===== src/verilog/link_pkg.sv =====
// Hummingbird serial link definitions
// widths, counters, the frame struct handed to the cipher core,
// LED selection codes and the handshake FSM states
`default_nettype none

package link_pkg;

	localparam int BLOCK_W    = 128;
	localparam int KEY_W      = 128;
	localparam int IV_W       = 64;
	localparam int LOAD_BITS  = BLOCK_W + KEY_W + IV_W;
	localparam int SYNC_COUNT = 10;
	localparam int LED_W      = 16;

	typedef logic [BLOCK_W-1:0] block_t;
	typedef logic [KEY_W-1:0]   key_t;
	typedef logic [IV_W-1:0]    iv_t;
	typedef logic [LED_W-1:0]   led_word_t;
	typedef logic [8:0]         load_count_t;
	typedef logic [7:0]         send_count_t;

	// pt sits on top so an MSB-first shift fills pt, key, iv in order
	typedef struct packed {
		block_t pt;
		key_t   key;
		iv_t    iv;
	} cipher_in_t;

	//----------------------------------------------------------------------
	// LED selection codes, suffix is the 16-bit word index (0 = lsb word)
	//----------------------------------------------------------------------
	typedef enum logic [7:0] {
		SEL_PT7  = 8'b1000_0000, SEL_PT6  = 8'b1100_0000,
		SEL_PT5  = 8'b1110_0000, SEL_PT4  = 8'b1111_0000,
		SEL_PT3  = 8'b1111_1000, SEL_PT2  = 8'b1111_1100,
		SEL_PT1  = 8'b1111_1110, SEL_PT0  = 8'b1111_1111,
		SEL_KEY7 = 8'b0111_1111, SEL_KEY6 = 8'b0011_1111,
		SEL_KEY5 = 8'b0001_1111, SEL_KEY4 = 8'b0000_1111,
		SEL_KEY3 = 8'b0000_0111, SEL_KEY2 = 8'b0000_0011,
		SEL_KEY1 = 8'b0000_0001, SEL_KEY0 = 8'b0000_0000,
		SEL_IV3  = 8'b1010_0000, SEL_IV2  = 8'b1011_0000,
		SEL_IV1  = 8'b1011_1000, SEL_IV0  = 8'b1011_1100,
		SEL_CT7  = 8'b1001_0000, SEL_CT6  = 8'b1001_1000,
		SEL_CT5  = 8'b1001_1100, SEL_CT4  = 8'b1001_1110,
		SEL_CT3  = 8'b1001_1111, SEL_CT2  = 8'b1000_1000,
		SEL_CT1  = 8'b1000_1100, SEL_CT0  = 8'b1000_1110
	} led_sel_e;

	typedef enum logic [2:0] {
		SRC_NONE,
		SRC_PT,
		SRC_KEY,
		SRC_IV,
		SRC_CT
	} led_src_e;

	// decoded selection, source register and word index
	typedef struct packed {
		led_src_e   src;
		logic [2:0] word;
	} led_pick_t;

	typedef enum logic {
		LOAD_IDLE,
		LOAD_ACKED
	} loader_state_e;

	typedef enum logic {
		SEND_IDLE,
		SEND_REQUESTING
	} sender_state_e;

endpackage

`default_nettype wire


===== src/verilog/level_filter.sv =====
// Level filter for one control line from the microcontroller
// a level counts as stable once held for SYNC_COUNT rising edges
`timescale 1ns/10ps
`default_nettype none

module level_filter (
	input  wire  clk,
	input  wire  rst,
	input  wire  line,
	output logic stable_high,
	output logic stable_low
);

	logic [3:0] high_cnt;
	logic [3:0] low_cnt;

	assign stable_high = (high_cnt == 4'(link_pkg::SYNC_COUNT));
	assign stable_low  = (low_cnt == 4'(link_pkg::SYNC_COUNT));

	// run length of the high level, saturates at the threshold
	always_ff @(posedge clk or posedge rst)
	begin
		if (rst)
		begin
			high_cnt <= '0;
		end
		else if (!line)
		begin
			high_cnt <= '0;
		end
		else if (!stable_high)
		begin
			high_cnt <= high_cnt + 4'd1;
		end
	end

	// same for the low level
	always_ff @(posedge clk or posedge rst)
	begin
		if (rst)
		begin
			low_cnt <= '0;
		end
		else if (line)
		begin
			low_cnt <= '0;
		end
		else if (!stable_low)
		begin
			low_cnt <= low_cnt + 4'd1;
		end
	end

endmodule

`default_nettype wire


===== src/verilog/bit_loader.sv =====
// Receive side of the link
// four-phase req/ack handshake, one bit per transfer, shifted MSB-first
// into the pt/key/iv frame that feeds the cipher core
`timescale 1ns/10ps
`default_nettype none

module bit_loader (
	input  wire                      clk,
	input  wire                      rst,
	input  wire                      req_high,
	input  wire                      req_low,
	input  wire                      data_in,
	output logic                     ack_out,
	output link_pkg::cipher_in_t     cipher_in
);

	link_pkg::loader_state_e         state;
	link_pkg::load_count_t           count;
	logic [link_pkg::LOAD_BITS-1:0]  frame;
	logic                            take_bit;

	// once the frame is full no request is answered again until reset
	assign take_bit = (state == link_pkg::LOAD_IDLE) && req_high
		&& (count < link_pkg::load_count_t'(link_pkg::LOAD_BITS));

	assign ack_out = (state == link_pkg::LOAD_ACKED);

	//----------------------------------------------------------------------
	// handshake FSM
	//----------------------------------------------------------------------
	always_ff @(posedge clk or posedge rst)
	begin
		if (rst)
		begin
			state <= link_pkg::LOAD_IDLE;
			count <= '0;
		end
		else
		begin
			case (state)
				link_pkg::LOAD_IDLE:
				begin
					if (take_bit)
					begin
						state <= link_pkg::LOAD_ACKED;
						count <= count + 9'd1;
					end
				end
				link_pkg::LOAD_ACKED:
				begin
					// wait for the partner to release req
					if (req_low)
					begin
						state <= link_pkg::LOAD_IDLE;
					end
				end
				default:
				begin
					state <= link_pkg::LOAD_IDLE;
				end
			endcase
		end
	end

	//----------------------------------------------------------------------
	// frame shift register and the copy presented to the core
	//----------------------------------------------------------------------
	always_ff @(posedge clk or posedge rst)
	begin
		if (rst)
		begin
			frame <= '0;
		end
		else if (take_bit)
		begin
			frame <= {frame[link_pkg::LOAD_BITS-2:0], data_in};
		end
	end

	always_ff @(posedge clk or posedge rst)
	begin
		if (rst)
		begin
			cipher_in <= '0;
		end
		else
		begin
			cipher_in <= frame;
		end
	end

endmodule

`default_nettype wire


===== src/verilog/block_sender.sv =====
// Transmit side of the link
// returns the ciphertext LSB first, one bit per four-phase handshake,
// and stops after BLOCK_W transfers
`timescale 1ns/10ps
`default_nettype none

module block_sender (
	input  wire                    clk,
	input  wire                    rst,
	input  wire                    ct_valid_high,
	input  wire                    ack_high,
	input  wire                    ack_low,
	input  wire link_pkg::block_t  ct,
	output logic                   req_out,
	output logic                   ct_bit
);

	link_pkg::sender_state_e       state;
	link_pkg::send_count_t         count;
	logic                          start_bit;

	// a new transfer only starts once the previous ack has dropped
	assign start_bit = (state == link_pkg::SEND_IDLE) && ct_valid_high && ack_low
		&& (count < link_pkg::send_count_t'(link_pkg::BLOCK_W));

	assign req_out = (state == link_pkg::SEND_REQUESTING);

	always_ff @(posedge clk or posedge rst)
	begin
		if (rst)
		begin
			state  <= link_pkg::SEND_IDLE;
			count  <= '0;
			ct_bit <= 1'b0;
		end
		else
		begin
			case (state)
				link_pkg::SEND_IDLE:
				begin
					if (start_bit)
					begin
						state  <= link_pkg::SEND_REQUESTING;
						ct_bit <= ct[count[$clog2(link_pkg::BLOCK_W)-1:0]];
					end
				end
				link_pkg::SEND_REQUESTING:
				begin
					// partner has taken the bit
					if (ack_high)
					begin
						state <= link_pkg::SEND_IDLE;
						count <= count + 8'd1;
					end
				end
				default:
				begin
					state <= link_pkg::SEND_IDLE;
				end
			endcase
		end
	end

endmodule

`default_nettype wire


===== src/verilog/led_readout.sv =====
// LED readout
// decodes the 8-bit selection code into a source and word index and
// registers that 16-bit slice of pt, key, iv or ct for the board LEDs
`timescale 1ns/10ps
`default_nettype none

module led_readout (
	input  wire                        clk,
	input  wire                        rst,
	input  wire link_pkg::led_sel_e    led_sel,
	input  wire link_pkg::cipher_in_t  cipher_in,
	input  wire link_pkg::block_t      ct,
	output link_pkg::led_word_t        led_data
);

	link_pkg::led_pick_t   pick;
	link_pkg::led_word_t   slice;

	//----------------------------------------------------------------------
	// code decode
	//----------------------------------------------------------------------
	always_comb
	begin
		case (led_sel)
			link_pkg::SEL_PT7:  pick = '{link_pkg::SRC_PT, 3'd7};
			link_pkg::SEL_PT6:  pick = '{link_pkg::SRC_PT, 3'd6};
			link_pkg::SEL_PT5:  pick = '{link_pkg::SRC_PT, 3'd5};
			link_pkg::SEL_PT4:  pick = '{link_pkg::SRC_PT, 3'd4};
			link_pkg::SEL_PT3:  pick = '{link_pkg::SRC_PT, 3'd3};
			link_pkg::SEL_PT2:  pick = '{link_pkg::SRC_PT, 3'd2};
			link_pkg::SEL_PT1:  pick = '{link_pkg::SRC_PT, 3'd1};
			link_pkg::SEL_PT0:  pick = '{link_pkg::SRC_PT, 3'd0};
			link_pkg::SEL_KEY7: pick = '{link_pkg::SRC_KEY, 3'd7};
			link_pkg::SEL_KEY6: pick = '{link_pkg::SRC_KEY, 3'd6};
			link_pkg::SEL_KEY5: pick = '{link_pkg::SRC_KEY, 3'd5};
			link_pkg::SEL_KEY4: pick = '{link_pkg::SRC_KEY, 3'd4};
			link_pkg::SEL_KEY3: pick = '{link_pkg::SRC_KEY, 3'd3};
			link_pkg::SEL_KEY2: pick = '{link_pkg::SRC_KEY, 3'd2};
			link_pkg::SEL_KEY1: pick = '{link_pkg::SRC_KEY, 3'd1};
			link_pkg::SEL_KEY0: pick = '{link_pkg::SRC_KEY, 3'd0};
			link_pkg::SEL_IV3:  pick = '{link_pkg::SRC_IV, 3'd3};
			link_pkg::SEL_IV2:  pick = '{link_pkg::SRC_IV, 3'd2};
			link_pkg::SEL_IV1:  pick = '{link_pkg::SRC_IV, 3'd1};
			link_pkg::SEL_IV0:  pick = '{link_pkg::SRC_IV, 3'd0};
			link_pkg::SEL_CT7:  pick = '{link_pkg::SRC_CT, 3'd7};
			link_pkg::SEL_CT6:  pick = '{link_pkg::SRC_CT, 3'd6};
			link_pkg::SEL_CT5:  pick = '{link_pkg::SRC_CT, 3'd5};
			link_pkg::SEL_CT4:  pick = '{link_pkg::SRC_CT, 3'd4};
			link_pkg::SEL_CT3:  pick = '{link_pkg::SRC_CT, 3'd3};
			link_pkg::SEL_CT2:  pick = '{link_pkg::SRC_CT, 3'd2};
			link_pkg::SEL_CT1:  pick = '{link_pkg::SRC_CT, 3'd1};
			link_pkg::SEL_CT0:  pick = '{link_pkg::SRC_CT, 3'd0};
			default:            pick = '{link_pkg::SRC_NONE, 3'd0};
		endcase
	end

	// word n is bits [16n+15:16n] of the chosen source
	always_comb
	begin
		case (pick.src)
			link_pkg::SRC_PT:  slice = cipher_in.pt[pick.word*link_pkg::LED_W +: link_pkg::LED_W];
			link_pkg::SRC_KEY: slice = cipher_in.key[pick.word*link_pkg::LED_W +: link_pkg::LED_W];
			link_pkg::SRC_IV:  slice = cipher_in.iv[pick.word[1:0]*link_pkg::LED_W +: link_pkg::LED_W];
			link_pkg::SRC_CT:  slice = ct[pick.word*link_pkg::LED_W +: link_pkg::LED_W];
			default:           slice = '0;
		endcase
	end

	always_ff @(posedge clk or posedge rst)
	begin
		if (rst)
		begin
			led_data <= '0;
		end
		else
		begin
			led_data <= slice;
		end
	end

endmodule

`default_nettype wire


===== src/verilog/link_top.sv =====
// Microcontroller link top level
// filters the incoming control lines and joins the bit loader,
// the ciphertext sender and the LED readout around the cipher core ports
`timescale 1ns/10ps
`default_nettype none

module link_top (
	input  wire                     clk,
	input  wire                     rst,
	// receive direction
	input  wire                     req_in,
	input  wire                     data_in,
	output logic                    ack_out,
	// transmit direction
	input  wire                     ct_valid,
	input  wire                     ack_in,
	output logic                    req_out,
	output logic                    ct_bit,
	// board LEDs
	input  wire  [7:0]              led_sel,
	output link_pkg::led_word_t     led_data,
	// cipher core
	output link_pkg::cipher_in_t    cipher_in,
	input  wire link_pkg::block_t   ct
);

	logic                  req_high;
	logic                  req_low;
	logic                  ack_high;
	logic                  ack_low;
	logic                  ct_valid_high;
	link_pkg::led_sel_e    led_code;

	assign led_code = link_pkg::led_sel_e'(led_sel);

	//----------------------------------------------------------------------
	// control line filters
	//----------------------------------------------------------------------
	level_filter req_filter_i (
		.clk         (clk),
		.rst         (rst),
		.line        (req_in),
		.stable_high (req_high),
		.stable_low  (req_low)
	);

	level_filter ack_filter_i (
		.clk         (clk),
		.rst         (rst),
		.line        (ack_in),
		.stable_high (ack_high),
		.stable_low  (ack_low)
	);

	// only the high level of ct_valid matters
	level_filter ct_valid_filter_i (
		.clk         (clk),
		.rst         (rst),
		.line        (ct_valid),
		.stable_high (ct_valid_high),
		.stable_low  ()
	);

	//----------------------------------------------------------------------
	// datapath blocks
	//----------------------------------------------------------------------
	bit_loader bit_loader_i (
		.clk       (clk),
		.rst       (rst),
		.req_high  (req_high),
		.req_low   (req_low),
		.data_in   (data_in),
		.ack_out   (ack_out),
		.cipher_in (cipher_in)
	);

	block_sender block_sender_i (
		.clk           (clk),
		.rst           (rst),
		.ct_valid_high (ct_valid_high),
		.ack_high      (ack_high),
		.ack_low       (ack_low),
		.ct            (ct),
		.req_out       (req_out),
		.ct_bit        (ct_bit)
	);

	led_readout led_readout_i (
		.clk       (clk),
		.rst       (rst),
		.led_sel   (led_code),
		.cipher_in (cipher_in),
		.ct        (ct),
		.led_data  (led_data)
	);

endmodule

`default_nettype wire


===== config.mk =====
export PLATFORM = sky130hd
export DESIGN_NAME = link_top
export DESIGN_NICKNAME = d
export VERILOG_FILES = /design/src/verilog/link_pkg.sv /design/src/verilog/level_filter.sv /design/src/verilog/bit_loader.sv /design/src/verilog/block_sender.sv /design/src/verilog/led_readout.sv /design/src/verilog/link_top.sv
export SDC_FILE = /design/constraint.sdc
export NUM_CORES = 1
export LEC_CHECK = 0
export BUFFER_PORTS_ARGS = -buffer_cell sky130_fd_sc_hd__buf_2
export CAP_MARGIN = 5
export CORE_ASPECT_RATIO = 1.4
export CORE_UTILIZATION = 45
export CTS_BUF_LIST = sky130_fd_sc_hd__clkbuf_2
export DETAILED_ROUTE_END_ITERATION = 6
export GPL_ROUTABILITY_DRIVEN = 0
export HOLD_SLACK_MARGIN = 0.02
export PLACE_DENSITY_LB_ADDON = 0.1
export SYNTH_ARGS = -nofsm -noshare
export SYNTH_HDL_FRONTEND = slang
export SYNTH_SLANG_ARGS = --single-unit

===== constraint.sdc =====
create_clock -name clk -period 29.2 [get_ports clk]
set_clock_uncertainty 0.2 [all_clocks]
set_input_delay 2.92 -clock clk [delete_from_list [all_inputs] [get_ports clk]]
set_output_delay 2.92 -clock clk [all_outputs]
set_load 0.01 [all_outputs]

After elaboration in Yosys (flattened, before gate mapping). Cells that the tools add are included.

Output and inout bits: 339. Logic and storage cells: 101. Register bits: 696. Input bits: 142.

Reductions and logical operators: 9. Muxes and demuxes: 20. Order comparisons: 3. Add/subtract/negate cells: 7. Bitwise logic cells: 2. Equality and inequality tests: 41. Shifts and indexed selects: 4.

Operator list (count): $shiftx 128x8->16 (3); $pmux 6 s28 (1); $eq 8x8->1 const B (20); $pmux 16 s4 (1); $shiftx 64x7->16 (1); $mux 4 (10); $add 4x1->4 const B (5); $eq 4x4->1 const B (5); $ne 2x2->1 const B (5); $add 9x1->9 const B (1); $lt 9x9->1 const B (1); $add 8x1->8 const B (1); $eq 8x1->1 const B (1); $eq 8x2->1 const B (1); $eq 8x3->1 const B (1); $eq 8x4->1 const B (1); $eq 8x5->1 const B (1); $eq 8x6->1 const B (1); $eq 8x7->1 const B (1); $logic_not 8->1 (1); $lt 7x8->1 const B (1); $lt 8x8->1 const B (1); $bmux 1 s7 (1); $eq 3x2->1 const B (2); other kinds (7) (19).

Logic depth before layout (Yosys ltp). Gate-level depths: netlist of run 1.

Depth in word-level cells: 6. Depth in mapped cells: 12. Mapped depth without buffers: 9.

By module. From an unflattened synthesis of run 1, not the netlist that was laid out.

Cell total of the unflattened synthesis: 1942. Area total of the unflattened synthesis: 27996.9 um2.

Modules (own cells, without submodules): bit_loader (instances 1, area an instance 20561.0 um2, seq. area each 16265.6 um2, cells an instance 1033); led_readout (instances 1, area an instance 4485.6 um2, seq. area each 400.4 um2, cells an instance 644); block_sender (instances 1, area an instance 1591.5 um2, seq. area each 250.2 um2, cells an instance 139); level_filter (instances 3, area an instance 452.9 um2, seq. area each 200.2 um2, cells an instance 42).

Worst setup path before layout of run 1. Ideal clock, no wire load.

Kind: in2reg. Start: input port led_sel[0]. End: register led_readout_i.led_data[9]. Path buffers: 3. Arrival: 4.983 ns. Library setup time: 0.090 ns. Path slack: 23.928 ns. Stages on the path: 10. Path through: buf_2 or4b_1 o211a_2 nor2_4 buf_2 buf_2 a22o_1 a221oi_1 or4_1 o2111ai_1.

Longest elaborated chain between the ends: 4. Elaborated cells on any way between the ends: 38. Classes of those cells: 31 x eq/ne; 4 x shift; 2 x mux; 1 x reduce/logical.

RTL lines: from (decl) (RTL line link_top.sv:20) `input wire [7:0] led_sel,`; $eq 8x8->1, or another cell as far along (RTL line led_readout.sv:24) `case (led_sel)`; $pmux 6 s28 * (RTL line led_readout.sv:24); $shiftx 128x8->16, or another cell as far along (RTL line led_readout.sv:64) `link_pkg::SRC_CT: slice = ct[pick.word*link_pkg::LED_W +: link_pkg::LED_W];`; $pmux 16 s4 * (RTL line led_readout.sv:60) `case (pick.src)`; via led_readout_i.slice[9] (RTL line led_readout.sv:17) `link_pkg::led_word_t slice;`; to (signal assigned) (RTL line led_readout.sv:77) `led_data <= slice;`; to (decl) (RTL line led_readout.sv:13) `output link_pkg::led_word_t led_data`.

Mark *: on every way through the listed nets, which the timed path passes. The rest lies on a longest branch. A chain may end at the register's enable or synchronous reset.

Final worst setup path of run 1.
Start: input port led_sel[1]. End: register led_readout_i.led_data[14].

The elaborated chain is that of the path after synthesis.

==> flow_metrics.env, run 1 <==
export IMPL_slew_violations=0
export IMPL_drv_cap=0
export IMPL_hold_violations=0
export IMPL_worstSetupPathType="input pin to flop"
export IMPL_rsz0062_at_grt="no"
export IMPL_cellLeakagePower_uw=0.0170
export IMPL_core_area_um2=62000
export IMPL_ios=481
export IMPL_num_vias=21000
export IMPL_initial_core_util_pct=45.5
export IMPL_ant_nets=0
export IMPL_grt_first_pass_wirelength_um=148000
export IMPL_vias_per_cell=6.01
export IMPL_async_flop_share_pct=100
export IMPL_grt_max_degree=196
export IMPL_nets=2715
export IMPL_syn_area_per_cell_um2=13.8
export IMPL_worstMarginPinSlew_ns=1.38
export IMPL_design_area_um2=32800
export IMPL_maxSlewHeadroom_pct=8.12
export IMPL_htree_levels=4
export IMPL_fill_cells=5459
export IMPL_max_freq_mhz=181
export IMPL_overflow=0
export IMPL_synth_edf_count=0
export IMPL_hold_class="flop to flop"
export IMPL_totalWireLength_um=104000
export IMPL_num_rows=108
export IMPL_cts_sink_count=696
export IMPL_setup_violations=0
export IMPL_die_w_um=214
export IMPL_postCtsHoldBufs=0
export IMPL_grt_pass1_vias=21300
export IMPL_startpoint_type="input pin"
export IMPL_min_period_over_period_pct=18.9
export IMPL_cp_end_kind="flop"
export IMPL_area_growth_pct=16.0
export IMPL_io_buffers=480
export IMPL_synthFlopType="dfrtp_1"
export IMPL_switching_share_pct=26.5
export IMPL_drive_gt1_share_pct=44.0
export IMPL_post_cts_buffers=0
export IMPL_clock_path_buffers=3
export IMPL_status="finished, final reports clean"
export IMPL_dieArea_um2=63800
export IMPL_ir_drop_mv=0.0294
export IMPL_hpwl_um=76100
export IMPL_first_pass_iters=7
export IMPL_numCtsBuffers=165
export IMPL_wl_per_cell_um=29.6
export IMPL_yosysSeqAreaShare_pct=61.7
export IMPL_power_density_nw_per_um2=51.6
export IMPL_drt_iter0_drc=2117
export IMPL_cts_resized=0
export IMPL_clock_root_buffer="clkbuf_2"
export IMPL_critPathMaxFanout=64
export IMPL_path_clk_slew_ns=0.10
export IMPL_synth_nets=2202
export IMPL_postPlaceCellArea_um2=31300
export IMPL_antenna_found_initial=15
export IMPL_cts_tree="done"
export IMPL_p_clk_share_pct=38.0
export IMPL_share_comb_of_total_power_pct=4.8
export IMPL_clk_latency_ns=1.39
export IMPL_internal_power_uw=1240
export IMPL_post_place_ws_ns=22.28
export IMPL_dp_cells=3219
export IMPL_ys_types=63
export IMPL_critPathRequiredTime_ns=30.22
export IMPL_fin_setup_tns_ns=0
export IMPL_fin_cells=3499
export IMPL_arrival_ns=6.54
export IMPL_grt_total_usage_pct=33.1
export IMPL_netlist_instances=2048
export IMPL_die_h_um=298
export IMPL_p_switching_uw=448
export IMPL_syn_cell_area_um2=28300
export IMPL_ys_seq_elements=696
export IMPL_setup_slack_ns=23.68
export IMPL_finalCriticalPeriod_ns=5.52
export IMPL_remaining_drc_errors=0
export IMPL_seq_power_share_pct=57.2
export IMPL_yosysWarnings=0
-- critical path: stages --
cell and delay (ns):
buf_2 0.19, or4b_1 0.59, o211a_2 0.43, nor2_4 0.80, buf_4 0.69, o311ai_0 0.26
mux2i_1 0.22, mux2_2 0.27, o2111ai_1 0.12
-- state kept, by name, summed over array words and instances, names as in the netlist, 4 cells and up --
register                    count
led_readout_i.led_data         16
req_filter_i.low_cnt            4
ack_filter_i.low_cnt            4
bit_loader_i.count              9
block_sender_i.count            8
bit_loader_i.cipher_in        320
req_filter_i.high_cnt           4
ack_filter_i.high_cnt           4
ct_valid_filter_i.high_cnt      4
bit_loader_i.frame            320
-- synthesized netlist by cell type (3+ instances only) --
library cell,n,area share (%)
nand2_1,27,0.36
or4_1,11,0.29
or2_2,6,0.13
and3_1,9,0.20
nand3b_1,3,0.080
nand3_1,138,2.4
buf_1,18,0.24
o311ai_0,18,0.56
a221oi_1,10,0.31
a22oi_1,11,0.29
o21ai_0,152,2.7
buf_4,8,0.21
clkbuf_1,94,1.2
a21oi_1,8,0.14
o211a_1,4,0.14
nor2_1,25,0.33
o21a_1,4,0.11
xor2_1,10,0.31
inv_1,52,0.69
nand4_1,21,0.47
a32oi_1,11,0.34
nor3_1,7,0.12
a211o_1,13,0.40
a211oi_1,4,0.11
mux2i_1,47,1.7
o211ai_1,74,2.0
a2111oi_0,10,0.31
nor2b_1,4,0.089
o2111ai_1,5,0.16
o311a_1,22,0.78
ha_1,12,0.53
and2_1,7,0.16
xnor2_1,16,0.50
mux2_2,357,14
buf_2,35,0.62
mux4_2,38,3.0
dfrtp_1,696,62
a22o_4,5,0.31
a22o_1,26,0.81
-- power by group through the flow --
stage,registers (µW),clock network (µW),logic (µW)
after global placement,986,0,78.6
final,967,642,81.1
after global routing,968,714,87.4
after detailed placement,986,0,80.3
after CTS,968,662,80.4
after floorplan,987,0,45.3
-- kinds of logic after synthesis --
kind of cell | synth area share, %
AO/OA/AOI/OAI | 9.85
buffers and inverters | 3.09
flip-flops | 61.7
XOR/XNOR | 0.806
multiplexers | 18.9
adder cells (fa/ha/maj) | 0.531
AND/OR/NAND/NOR | 5.15
-- per-stage QoR --
stage | total power (µW) | utilization (%) | hold slack [ns]
global placement | 1060 | 50.4 | 0.170
global route | 1770 | 52.8 | 0.129
detailed placement | 1070 | 50.4 | 0.177
finish | 1690 | 52.9 | 0.118
CTS | 1710 | 52.8 | 0.120
floorplan | 1030 | - | 0.150
-- cell usage in the layout, fill, tap and decap left out, types with 12 or more instances in the layout --
cell type | netlist | final
inv_1 | 52 | 51
nand4_1 | 21 | 21
clkbuf_2 | 0 | 227
o311ai_0 | 18 | 18
mux2i_1 | 47 | 47
o21ai_0 | 152 | 152
mux4_2 | 38 | 38
buf_4 | 8 | 20
nand3_1 | 138 | 138
o211ai_1 | 74 | 74
mux2_2 | 357 | 357
nor2_1 | 25 | 22
a211o_1 | 13 | 13
a22o_1 | 26 | 26
clkinv_1 | 0 | 26
o311a_1 | 22 | 22
xnor2_1 | 16 | 16
nand2_1 | 27 | 26
dfrtp_1 | 696 | 694
ha_1 | 12 | 12
buf_2 | 35 | 480
-- area by class of cell --
| type | count | area (µm²) | area share [%] |
|---|---|---|---|
| inverter | 52 | 203 | 0.618 |
| clock buffer | 227 | 1140 | 3.47 |
| antenna | 9 | 22.5 | 0.0687 |
| multi-input combinational | 1143 | 10000 | 30.6 |
| clock inverter | 44 | 339 | 1.03 |
| timing repair buffer | 503 | 2610 | 7.97 |
| sequential | 696 | 17400 | 53.1 |
| tap | 825 | 1030 | 3.15 |
-- worst paths after layout --
check	startpoint	end	slack, ns	cells past startpoint
worst max register to register	req_filter_i.high_cnt[0]	bit_loader_i.frame[25]	25.44	8
worst min-delay path	bit_loader_i.frame[7]	bit_loader_i.cipher_in[7]	0.12	0
worst max-delay path	led_sel[1]	led_readout_i.led_data[14]	23.68	9
min in group asynchronous	rst	bit_loader_i.cipher_in[15]	1.46	2
max in group asynchronous	rst	bit_loader_i.frame[85]	24.77	4
worst min register to register	bit_loader_i.frame[7]	bit_loader_i.cipher_in[7]	0.12	0
-- per-layer routing --
layer | vias to the layer above | part of all wire [%] | track usage (%)
li1 | 8717 | - | -
met1 | 10800 | 36 | 38.0
met2 | 1210 | 48 | 52.4
met3 | 309 | 9.1 | 10.9
met4 | 14 | 7.0 | 22.1
met5 | - | 0.10 | 0
Power figures use the tool's default switching activity.
==> inputs of run 2 (changes only) <==
Settings changed: ABC_AREA from default to 1.
Clock period 29.2 ns to 5.01 ns, I/O delays scaled along.
==> flow_metrics.env, run 2 <==
export IMPL_synth_edf_count=0
export IMPL_initial_core_util_pct=45.6
export IMPL_startpoint_type="flop"
export IMPL_cts_tree="done"
export IMPL_grt_max_degree=226
export IMPL_netlist_area_leader_share_pct=61.4
export IMPL_clk_latency_ns=1.42
export IMPL_synth_area_top_cells="dfrtp_1, nand2_1, nand3_1"
export IMPL_min_period_over_period_pct=93.8
export IMPL_yosysSeqAreaShare_pct=61.4
export IMPL_wl_per_cell_um=24.8
export IMPL_final_cell_mix="nand2_1, dfrtp_1, buf_2"
export IMPL_cellLeakagePower_uw=0.0196
export IMPL_path_buf_inv=6
export IMPL_grt_first_pass_wirelength_um=173000
export IMPL_max_stage_delay_ns=0.60
export IMPL_finalCriticalPeriod_ns=4.70
export IMPL_synth_nets=3400
export IMPL_num_vias=26800
export IMPL_crit_chain="inv_2 > buf_4 > a21oi_1 > o21ai_0 > dlygate4sd3_1 > nand2_1 > dlygate4sd3_1 > nand2_1 > nand4_1 > dlygate4sd3_1 > nand3_1 > dlygate4sd3_1 > nand3_1 > nand3_1 > nand2_1"
export IMPL_drv_cap=0
export IMPL_hold_class="flop to flop"
export IMPL_io_buffers=480
export IMPL_fin_util_pct=54.9
export IMPL_syn_area_per_cell_um2=8.73
export IMPL_cp_slowest_cell="dlygate4sd3_1"
export IMPL_critPathMaxFanout=44
export IMPL_vias_per_cell=5.56
export IMPL_netlist_instances=3246
export IMPL_num_rows=108
export IMPL_arrival_ns=5.75
export IMPL_slew_violations=0
export IMPL_maxSlewHeadroom_pct=21.4
export IMPL_clock_root_buffer="clkbuf_2"
export IMPL_yosysMostFrequentCell="nand2_1"
export IMPL_hold_violations=0
export IMPL_path_clk_slew_ns=0.12
export IMPL_setup_slack_ns=0.311
export IMPL_numCtsBuffers=170
export IMPL_ir_drop_mv=0.192
export IMPL_worstSetupPathType="flop to flop"
export IMPL_critPathRequiredTime_ns=6.06
export IMPL_ys_types=34
export IMPL_yosysWarnings=0
export IMPL_htree_levels=4
export IMPL_overflow=0
export IMPL_post_place_ws_ns=1.26
export IMPL_remaining_drc_errors=0
export IMPL_synthFlopType="dfrtp_1"
export IMPL_drt_iter0_drc=3791
export IMPL_crit_family="buffers and inverters"
export IMPL_async_flop_share_pct=100
export IMPL_cts_sink_count=696
export IMPL_rsz0062_at_grt="no"
export IMPL_ios=481
export IMPL_area_growth_pct=20.3
export IMPL_fill_cells=6018
export IMPL_ant_nets=0
export IMPL_totalWireLength_um=120000
export IMPL_worstMarginPinSlew_ns=1.18
export IMPL_post_cts_buffers=0
export IMPL_drive_gt1_share_pct=20.3
export IMPL_dieArea_um2=64000
export IMPL_layout_commonest_cell="nand2_1"
export IMPL_crit_top_cell="dlygate4sd3_1"
export IMPL_grt_pass1_vias=26300
export IMPL_die_w_um=214
export IMPL_synth_commonest_cells="nand2_1, dfrtp_1, nand3_1"
export IMPL_cp_end_kind="flop"
export IMPL_largestRegisters="bit_loader_i.cipher_in (320), bit_loader_i.frame (320), led_readout_i.led_data (16)"
export IMPL_max_freq_mhz=213
export IMPL_yosysTopAreaCell="dfrtp_1"
export IMPL_setup_violations=0
export IMPL_status="finished, final reports clean"
export IMPL_nets=4020
export IMPL_clock_path_buffers=3
export IMPL_ys_seq_elements=696
export IMPL_syn_cell_area_um2=28400
export IMPL_first_pass_iters=6
export IMPL_grt_total_usage_pct=37.5
export IMPL_power_density_nw_per_um2=295
export IMPL_hpwl_um=85300
export IMPL_core_area_um2=62200
export IMPL_die_h_um=299
export IMPL_antenna_found_initial=16
run 2: cell types whose count changed after synthesis, moves of 27 or more:
cell / change
nand2_1: +1305
mux2i_1: -47
o22ai_1: +27
a21oi_1: +27
buf_2: +27
o211ai_1: -73
mux4_2: -38
nor2_1: +219
mux2_2: -357
inv_1: +50
nand3_1: +206
nand4_1: +51
o21ai_0: -51
run 2: kinds of logic after synthesis:
family,Yosys count,synth area share [%]
fa+ha+maj,12,0.530
xor+xnor,18,0.556
flops,696,61.4
simple gates,2015,29.1
compound gates,198,3.79
buf+inv,307,4.56
run 2: final timing paths:
path                                                to  depth (start not counted)  slack (ns)                     from
hold reg to reg             bit_loader_i.cipher_in[22]                          0        0.14   bit_loader_i.frame[22]
setup reg to reg                 block_sender_i.ct_bit                         15        0.31  block_sender_i.count[0]
setup / recovery                 block_sender_i.ct_bit                         15        0.31  block_sender_i.count[0]
min in group asynchronous  bit_loader_i.cipher_in[104]                          4        0.18                      rst
hold / removal              bit_loader_i.cipher_in[22]                          0        0.14   bit_loader_i.frame[22]
max in group asynchronous  bit_loader_i.cipher_in[313]                          5        3.01                      rst
run 2: power by group:
part	internal [µW]	leakage [µW]	total (µW)	switching, µW
Clock	1380	0.00116	3750	2370
Combinational	180	0.00872	646	466
Sequential	5630	0.00970	5650	22.1
run 2: metrics by stage:
| step | area, µm² | TNS (ns) | std cells | power [µW] | hold slack, ns |
|---|---|---|---|---|---|
| floorplan | 28400 | -3631.05 | 3246 | 6060 | 0.154 |
| global placement | 31400 | 0 | 4396 | 6320 | 0.162 |
| detailed placement | 31400 | 0 | 4396 | 6320 | 0.164 |
| CTS | 34100 | 0 | 4823 | 10100 | 0.0246 |
| global route | 34100 | 0 | 4826 | 10500 | 0.132 |
| finish | 34100 | 0 | 4830 | 10000 | 0.140 |
run 2: worst reg2reg max path, stage by stage, from the launching register on:
cell and delay [ns]:
dfrtp_2 0.42, inv_2 0.31, buf_4 0.53, a21oi_1 0.14, o21ai_0 0.10, dlygate4sd3_1 0.57, nand2_1 0.05, dlygate4sd3_1 0.56
nand2_1 0.06, nand4_1 0.12, dlygate4sd3_1 0.60, nand3_1 0.10, dlygate4sd3_1 0.56, nand3_1 0.08, nand3_1 0.12, nand2_1 0.06
run 2: cell type report:
type | instances | area [µm²] | area share [%]
Clock inverter | 57 | 263 | 0.770
Antenna cell | 7 | 17.5 | 0.0514
Tap cell | 825 | 1030 | 3.03
Clock buffer | 247 | 1240 | 3.63
Timing Repair Buffer | 636 | 4010 | 11.7
Sequential cell | 696 | 17400 | 51.1
Multi-Input combinational cell | 2243 | 9670 | 28.4
Inverter | 119 | 460 | 1.35
run 2: timing repair:
action / CTS / global route
endpoints found under the hold margin: 734 / 0
hold buffers: 123 / 0
resized for setup: 0 / 0
run 2: metal layers:
metal	GRT usage [%]	part of all wire [%]
met5	0	0.12
met3	13.8	12
met1	42.4	34
met4	26.5	8.3
met2	58.8	46
